## src/common/decode_macros.svh

```systemverilog
/*
 Width constants shared by the decode stage packages and RTL
 Changing REG_BITS or IMM_BITS also requires the union views to still sum to INSTR_WIDTH
 TAG_BITS sets how far sequence tags count before they wrap
*/
`ifndef DECODE_MACROS_SVH
`define DECODE_MACROS_SVH

// Full instruction word as delivered by fetch
`define INSTR_WIDTH 32

// Architectural register number
`define REG_BITS 5

// Raw immediate field of the register-immediate format
`define IMM_BITS 15

// Sequence tag carried by each micro-op, wraps at 2**TAG_BITS
`define TAG_BITS 6

`endif

```

## src/common/isaPkg.sv

```systemverilog
/*
 Instruction set encodings seen by the decode stage
 Only the opcodes and functions that steering needs are enumerated
 Any other 7-bit opcode value is treated as illegal downstream
*/
`include "decode_macros.svh"

package isaPkg;

	// ========================================
	// Major opcodes, bits 6..0 of every word
	// ========================================
	typedef enum logic [6:0] {
		OP_R3B    = 7'h02,
		OP_R3W    = 7'h03,
		OP_R3T    = 7'h04,
		OP_R3O    = 7'h05,
		OP_CAP    = 7'h08,
		OP_CSR    = 7'h09,
		OP_BSR    = 7'h0C,
		OP_JSR    = 7'h0D,
		OP_MULI   = 7'h10,
		OP_MULUI  = 7'h11,
		OP_DIVI   = 7'h12,
		OP_DIVUI  = 7'h13,
		OP_PRED   = 7'h18,
		OP_ADDI   = 7'h20,
		OP_ANDI   = 7'h21,
		OP_ORI    = 7'h22,
		OP_LOAD   = 7'h30,
		OP_STORE  = 7'h31,
		OP_BRANCH = 7'h38,
		OP_FPU    = 7'h40
	} opcode_t;

	// ========================================
	// Three-register functions, bits 28..22
	// ========================================
	typedef enum logic [6:0] {
		FN_ADD      = 7'h04,
		FN_SUB      = 7'h05,
		FN_AND      = 7'h08,
		FN_OR       = 7'h09,
		FN_XOR      = 7'h0A,
		FN_SHL      = 7'h10,
		FN_CPUID    = 7'h20,
		FN_BYTENDX  = 7'h21,
		FN_MUL      = 7'h30,
		FN_MULU     = 7'h31,
		FN_MULSU    = 7'h32,
		FN_MULW     = 7'h38,
		FN_MULUW    = 7'h39,
		FN_MULSUW   = 7'h3A,
		FN_DIV      = 7'h40,
		FN_DIVU     = 7'h41,
		FN_DIVSU    = 7'h42,
		FN_MOD      = 7'h48,
		FN_MODU     = 7'h49,
		FN_MODSU    = 7'h4A,
		FN_VSETMASK = 7'h50
	} func_t;

	// Opcode-only view, used before the format is known
	typedef struct packed {
		logic [`INSTR_WIDTH-8:0] unused;
		opcode_t opcode;
	} anyFmt_t;

	// Three-register view with three spare bits on top
	typedef struct packed {
		logic [2:0] spare;
		func_t func;
		logic [`REG_BITS-1:0] rs2;
		logic [`REG_BITS-1:0] rs1;
		logic [`REG_BITS-1:0] rd;
		opcode_t opcode;
	} r3Fmt_t;

	// Register-immediate view, the immediate fills bits 31..17
	typedef struct packed {
		logic [`IMM_BITS-1:0] imm;
		logic [`REG_BITS-1:0] rs1;
		logic [`REG_BITS-1:0] rd;
		opcode_t opcode;
	} riFmt_t;

	// The same word read in whichever format the opcode selects
	typedef union packed {
		anyFmt_t any;
		r3Fmt_t r3;
		riFmt_t ri;
	} instruction_t;

endpackage

```

## src/common/uopPkg.sv

```systemverilog
/*
 Micro-op types passed from decode to rename
 Depends on isaPkg for the opcode and function fields
 Immediates are already sign-extended to the full word width
*/
`include "decode_macros.svh"

package uopPkg;

	import isaPkg::*;

	// Execution units a micro-op can be issued to
	typedef enum logic [2:0] {
		UNIT_ALU0   = 3'd0,
		UNIT_ALU    = 3'd1,
		UNIT_FPU    = 3'd2,
		UNIT_MEM    = 3'd3,
		UNIT_BRANCH = 3'd4
	} execUnit_t;

	// Output of the unit steerer
	typedef struct packed {
		execUnit_t unit;
		logic illegal;
	} steerInfo_t;

	// ========================================
	// Operand fields from the field extractor
	// ========================================
	typedef struct packed {
		logic [`REG_BITS-1:0] rd;
		logic [`REG_BITS-1:0] rs1;
		logic [`REG_BITS-1:0] rs2;
		logic [`INSTR_WIDTH-1:0] imm;
		logic useRs2;
		logic useImm;
		logic writesRd;
	} fieldBundle_t;

	// Complete micro-op as held in the pipeline register
	typedef struct packed {
		logic [`TAG_BITS-1:0] seqTag;
		opcode_t opcode;
		func_t func;
		steerInfo_t steer;
		fieldBundle_t fields;
	} decodedOp_t;

endpackage

```

## src/design/unitSteer.sv

```systemverilog
/*
 Picks the execution unit for one instruction word, no clock
 Certain system, multiply and divide work may only run on ALU #0
 Unknown opcodes are flagged illegal and still sent to a plain ALU
*/
`timescale 1ns/1ps

module unitSteer
	import isaPkg::*;
	import uopPkg::*;
(
	input instruction_t instr,
	output steerInfo_t steer
);

	// True for three-register functions that only ALU #0 implements
	function automatic logic isAlu0Func(input func_t fn);
		case (fn)
			FN_CPUID,
			FN_BYTENDX,
			FN_MUL, FN_MULU, FN_MULSU, FN_MULW, FN_MULUW, FN_MULSUW,
			FN_DIV, FN_DIVU, FN_DIVSU,
			FN_MOD, FN_MODU, FN_MODSU,
			FN_VSETMASK:
				isAlu0Func = 1'b1;
			default:
				isAlu0Func = 1'b0;
		endcase
	endfunction

	// ========================================
	// Steering by opcode class
	// ========================================
	always_comb
	begin
		// Defaults cover the plain ALU cases
		steer.unit = UNIT_ALU;
		steer.illegal = 1'b0;
		case (instr.any.opcode)
			// Capability, CSR, calls and predicates are serialized on ALU #0
			OP_CAP, OP_CSR, OP_BSR, OP_JSR, OP_PRED:
				steer.unit = UNIT_ALU0;
			// Immediate multiply and divide share the ALU #0 multiplier
			OP_MULI, OP_MULUI, OP_DIVI, OP_DIVUI:
				steer.unit = UNIT_ALU0;
			// The function field decides for three-register forms
			OP_R3B, OP_R3W, OP_R3T, OP_R3O:
			begin
				if (isAlu0Func(instr.r3.func))
					steer.unit = UNIT_ALU0;
				else
					steer.unit = UNIT_ALU;
			end
			OP_ADDI, OP_ANDI, OP_ORI:
				steer.unit = UNIT_ALU;
			OP_LOAD, OP_STORE:
				steer.unit = UNIT_MEM;
			OP_BRANCH:
				steer.unit = UNIT_BRANCH;
			OP_FPU:
				steer.unit = UNIT_FPU;
			default:
			begin
				// Kept in the stream so the exception is raised in order
				steer.unit = UNIT_ALU;
				steer.illegal = 1'b1;
			end
		endcase
	end

endmodule

```

## src/design/fieldExtract.sv

```systemverilog
/*
 Pulls register numbers and the immediate out of one instruction word
 Store and branch carry their data or compare register in the rd slot
 The immediate is zero whenever useImm is low
*/
`timescale 1ns/1ps
`include "decode_macros.svh"

module fieldExtract
	import isaPkg::*;
	import uopPkg::*;
(
	input instruction_t instr,
	output fieldBundle_t fields
);

	logic isR3Fmt;
	logic isStoreBr;

	// Three-register formats, FPU ops included
	assign isR3Fmt = (instr.any.opcode inside {OP_R3B, OP_R3W, OP_R3T, OP_R3O, OP_FPU});

	// These two read a third register and write none
	assign isStoreBr = (instr.any.opcode inside {OP_STORE, OP_BRANCH});

	always_comb
	begin
		if (isR3Fmt)
		begin
			fields.rd = instr.r3.rd;
			fields.rs1 = instr.r3.rs1;
			fields.rs2 = instr.r3.rs2;
			fields.imm = '0;
			fields.useRs2 = 1'b1;
			fields.useImm = 1'b0;
		end
		else
		begin
			fields.rs1 = instr.ri.rs1;
			// Sign-extend the 15-bit field to a full word
			fields.imm = {{(`INSTR_WIDTH-`IMM_BITS){instr.ri.imm[`IMM_BITS-1]}},
				instr.ri.imm};
			fields.useImm = 1'b1;
			// Move the store data or branch compare register over to rs2
			fields.rd = isStoreBr ? '0 : instr.ri.rd;
			fields.rs2 = isStoreBr ? instr.ri.rd : '0;
			fields.useRs2 = isStoreBr;
		end
		// Register zero is never a real destination
		fields.writesRd = !isStoreBr && (fields.rd != '0);
	end

endmodule

```

## src/design/decodeMerge.sv

```systemverilog
/*
 Single-entry valid/ready pipeline register for decoded micro-ops
 A micro-op shows on outOp one cycle after its instruction is accepted
 The func field is copied raw, it only means something for R3 opcodes
 Tags count accepted instructions from zero after reset and wrap
*/
`timescale 1ns/1ps
`include "decode_macros.svh"

module decodeMerge
	import isaPkg::*;
	import uopPkg::*;
(
	input logic clk,
	input logic rstN,
	input logic inValid,
	output logic inReady,
	input instruction_t instr,
	input steerInfo_t steer,
	input fieldBundle_t fields,
	output logic outValid,
	input logic outReady,
	output decodedOp_t outOp
);

	logic accept;
	logic [`TAG_BITS-1:0] nextTag;

	// Room exists when empty or when the held op leaves this cycle
	assign inReady = !outValid || outReady;
	assign accept = inValid && inReady;

	// ========================================
	// Handshake state and tag counter
	// ========================================
	always_ff @(posedge clk)
	begin
		if (!rstN)
		begin
			outValid <= 1'b0;
			nextTag <= '0;
		end
		else
		begin
			if (accept)
			begin
				outValid <= 1'b1;
				nextTag <= nextTag + 1'b1;
			end
			else if (outReady)
				outValid <= 1'b0;
		end
	end

	// Payload only changes on acceptance, so a stall leaves it untouched
	always_ff @(posedge clk)
	begin
		if (accept)
		begin
			outOp.seqTag <= nextTag;
			outOp.opcode <= instr.any.opcode;
			outOp.func <= instr.r3.func;
			outOp.steer <= steer;
			outOp.fields <= fields;
		end
	end

	// ========================================
	// Checks
	// ========================================
	// A stalled micro-op must stay put until rename takes it
	stallStable: assert property (@(posedge clk) disable iff (!rstN)
		outValid && !outReady |=> outValid && $stable(outOp));

	// Illegal words must not claim register zero as a destination
	illegalNoRdZero: assert property (@(posedge clk) disable iff (!rstN)
		accept && steer.illegal |=> !(outOp.fields.writesRd && outOp.fields.rd == '0));

endmodule

```

## src/design/decodeStage.sv

```systemverilog
/*
 Decode stage top, one instruction in and one micro-op out per cycle
 Both sides use valid/ready, instr must hold while inValid waits
 Steering and field extraction are combinational, the only register is in the merge
*/
`timescale 1ns/1ps

module decodeStage
	import isaPkg::*;
	import uopPkg::*;
(
	input logic clk,
	input logic rstN,
	input logic inValid,
	output logic inReady,
	input instruction_t instr,
	output logic outValid,
	input logic outReady,
	output decodedOp_t outOp
);

	steerInfo_t steer;
	fieldBundle_t fields;

	// Unit choice and illegal flag
	unitSteer unitSteer_inst (
		.instr(instr),
		.steer(steer)
	);

	// Register numbers, immediate and use flags, in parallel with steering
	fieldExtract fieldExtract_inst (
		.instr(instr),
		.fields(fields)
	);

	// Joins both results and owns the handshake
	decodeMerge decodeMerge_inst (
		.clk(clk),
		.rstN(rstN),
		.inValid(inValid),
		.inReady(inReady),
		.instr(instr),
		.steer(steer),
		.fields(fields),
		.outValid(outValid),
		.outReady(outReady),
		.outOp(outOp)
	);

endmodule

```

## config.mk

```make
export PLATFORM = sky130hd
export DESIGN_NAME = decodeStage
export DESIGN_NICKNAME = d
export VERILOG_FILES = /design/src/common/isaPkg.sv /design/src/common/uopPkg.sv /design/src/design/unitSteer.sv /design/src/design/fieldExtract.sv /design/src/design/decodeMerge.sv /design/src/design/decodeStage.sv
export VERILOG_INCLUDE_DIRS = /design/src /design/src/common
export SDC_FILE = /design/constraint.sdc
export NUM_CORES = 1
export LEC_CHECK = 0
export CAP_MARGIN = 10
export CORE_MARGIN = 3
export CORE_UTILIZATION = 65
export DETAILED_ROUTE_END_ITERATION = 7
export DONT_BUFFER_PORTS = 1
export MAX_ROUTING_LAYER = met4
export PLACE_DENSITY = 0.81
export REMOVE_ABC_BUFFERS = 1
export SKIP_LAST_GASP = 1
export SLEW_MARGIN = 0
export SYNTH_ARGS = -nofsm -noshare
export SYNTH_HDL_FRONTEND = slang
export SYNTH_SLANG_ARGS = --single-unit
```

## constraint.sdc

```tcl
create_clock -name clk -period 5.4 [get_ports clk]
set_input_delay 0.54 -clock clk [delete_from_list [all_inputs] [get_ports clk]]
set_output_delay 0.54 -clock clk [all_outputs]
set_load 0.02 [all_outputs]
```

==> impl_metrics.csv <==
group,metric,value,unit
clock_tree,clk_pin_slew,70,ps
yosys,async_reset_ff_frac,0,
clock_tree,clk_latency,330,ps
yosys,synth-simple-area-share,0.144,
power,pwr-share-clk,0.365,
placement,dp_slack,3020,ps
global_route,overflow,0,
worst_setup_path,crit_path_start_kind,"flop",
worst_setup_path,cp.arrival,2170,ps
timing,fmax,449,MHz
yosys,ys_dominant_reg_cell,"edfxtp_1",
timing,worst_slew_pin_slew,1140,ps
timing,setup_viol,0,
die,core_area,0.00380,mm²
route,drt.antenna.violating_nets,0,
die,rows,22,
clock_tree,cts_root_buf,"clkbuf_8",
timing,relSlewSlack,0.239,
yosys,ys_seq_area_frac,0.693,
route,wl_per_cell,22.0,µm
final_layout,final_common_cell,"edfxtp_1",
final_layout,antennaDiodeCount,0,
global_route,grtUsageTotal,0.216,
die,initial_core_util,0.704,
yosys,synth-edff-count,57,
placement,dp_hpwl,3470,µm
final_layout,final_nets,210,
global_route,grt_pass1_wl,7530,µm
timing,setup_slack,3170,ps
yosys,synthAdderAreaFrac,0.00468,
worst_setup_path,worstSetupEndpointType,"flop",
die,io_pins,112,
die,die-area,0.00492,mm²
run,maxCapViolations,0,
timing,rsz0062_at_grt,"no",
worst_setup_path,required,5340,ps
placement,gp_congestion,0.835,
timing,hold_viol,0,
placement,portBuffers,0,
route,vias,1461,
clock_tree,cts-buffers-inserted,9,
yosys,synth_area,0.00267,mm²
clock_tree,cts_max_level,3,
outcome,status,"finished clean",
yosys,ys_types,39,
route,firstDrtPassIters,6,
timing,period_needed,2230,ps
yosys,synth_compound_area_frac,0.0613,
yosys,synth_top_family_by_area,"simple AND/OR/NAND/NOR gates",
final_layout,finalNonFillerCells,226,
power,pwr_density_cell,379,mW/mm²
timing,period_share,0.413,
yosys,avgSynthCellArea,14.4,µm²
power,p_seq_frac,0.585,
power,switching_power,0.000246,W
die,fp.dieH,70.1,µm
power,pwr-share-comb,0.049,
worst_hold_path,holdCritPathClass,"in2reg",
clock_tree,cts_tree,"yes",
route,postRouteWirelength,4970,µm
global_route,antenna_found_initial,0,
yosys,syn_inst,186,
route,viasPerCell,6.46,
timing,drv_slew,0,
route,drtIter0Drc,95,
yosys,ys_ff_latch,64,
placement,dp.cells,210,
power,leakage,0.996,nW
timing,fin_tns_setup,0,ps
yosys,synth_xor_area_frac,0.0295,
clock_tree,cts_resized,0,
power,sw_frac_of_total,0.231,
route,drc,0,
final_layout,mostFrequentLayoutCells,"57 x edfxtp_1, 17 x and3_1, 10 x clkbuf_8",
die,chipWidth,70.1,µm
yosys,synth_mux_area_frac,0,
clock_tree,post_cts_buffers,0,
power,max-vdd-ir-drop,0.257,mV
clock_tree,clock-sinks,64,
worst_setup_path,cp_max_fo,57,
worst_setup_path,path_class,"reg2reg",
power,intPower,0.000818,W
clock_tree,ctsHoldBuffers,0,
clock_tree,clk_path_buf_depth,2,
timing,fin_worst_skew,6.61,ps
final_layout,drive_gt1_frac,0.118,
global_route,grt_max_degree,58,
final_layout,syn_to_final_growth,5.06,%
yosys,yosysWarnings,0,
global_route,grt_pass1_vias,1363,
[stage by stage]
step / hold WS, ps / util / power, W / instance area, µm²
6_report: 304 / 0.739 / 0.00106 / 2810
5_1_grt: 270 / 0.739 / 0.00111 / 2810
4_1_cts: 281 / 0.739 / 0.00107 / 2810
3_5_place_dp: 458 / 0.689 / 0.000687 / 2620
3_3_place_gp: 440 / 0.689 / 0.000683 / 2620
2_1_floorplan: 429 / - / 0.000668 / 2500
[critical path, cell delays in order, from the launching register on]
cell,delay [ps]
dfxtp_1,380
nand2b_1,370
nand2_1,200
inv_2,860
[final timing paths]
kind / slack [ps] / end / depth (start not counted) / start
worst max register to register: 3170 / decodeMerge_inst.outOp[64]$_DFFE_PP_ / 3 / decodeMerge_inst.outValid$_SDFFE_PN0P_
worst min register to register: 480 / decodeMerge_inst.outOp[73]$_DFFE_PP_ / 0 / decodeMerge_inst.nextTag[5]$_SDFFE_PN0P_
worst max-delay path: 3170 / decodeMerge_inst.outOp[64]$_DFFE_PP_ / 3 / decodeMerge_inst.outValid$_SDFFE_PN0P_
worst min-delay path: 300 / decodeMerge_inst.outOp[58]$_DFFE_PP_ / 0 / instr[26]
[layer usage]
metal,vias up,track usage,share of wire
met1,721,0.252,0.39
li1,652,-,-
met5,-,-,0
met4,0,0.0702,0.0084
met3,5,0.104,0.097
met2,83,0.332,0.50
[Yosys cell counts, types with 2 or more instances]
| cell type | count | area [µm²] |
|---|---|---|
| edfxtp_1 | 57 | 1710 |
| and3_1 | 17 | 106 |
| buf_4 | 17 | 128 |
| and2_1 | 7 | 43.8 |
| dfxtp_1 | 7 | 140 |
| nor2b_1 | 7 | 43.8 |
| xnor2_1 | 7 | 61.3 |
| buf_2 | 6 | 30.0 |
| nand2_1 | 6 | 22.5 |
| a22o_1 | 5 | 43.8 |
| nand2b_1 | 5 | 31.3 |
| clkbuf_1 | 3 | 11.3 |
| nand3_1 | 3 | 15.0 |
| nor2_1 | 3 | 11.3 |
| nor4_1 | 3 | 18.8 |
| a211oi_1 | 2 | 15.0 |
| a21boi_0 | 2 | 15.0 |
| a21oi_1 | 2 | 10.0 |
| inv_1 | 2 | 7.51 |
| nand3b_1 | 2 | 15.0 |
| nand4_1 | 2 | 12.5 |
| nor3_1 | 2 | 10.0 |
| nor4bb_1 | 2 | 20.0 |
| xor2_1 | 2 | 17.5 |
[logic make-up after synthesis]
| family | count (synthesis) |
|---|---|
| AO/OA/AOI/OAI | 20 |
| XOR/XNOR | 9 |
| adder cells (fa/ha/maj) | 1 |
| buffers and inverters | 29 |
| flip-flops | 64 |
| AND/OR/NAND/NOR | 63 |
[power groups by stage]
stage | logic (W) | registers (W) | clock network [W]
floorplan | 0.0000312 | 0.000637 | 0
finish | 0.0000525 | 0.000623 | 0.000389
global route | 0.0000575 | 0.000625 | 0.000431
global placement | 0.0000502 | 0.000633 | 0
detailed placement | 0.0000527 | 0.000634 | 0
CTS | 0.0000528 | 0.000624 | 0.000397
[final cells by class]
cell class / count / area [µm²]
clock buffer: 12 / 145
clock inverter: 4 / 45.0
fill: 242 / 991
inverter: 3 / 11.3
multi-input combinational: 93 / 647
sequential: 64 / 1850
tap: 48 / 60.1
timing repair buffer: 2 / 47.5
[flip-flops by register name (all words and copies together), names as in the netlist]
signal                     cells
decodeMerge_inst.outOp        57
decodeMerge_inst.nextTag       6
decodeMerge_inst.outValid      1
No activity file was read; power rests on OpenSTA's default activity.
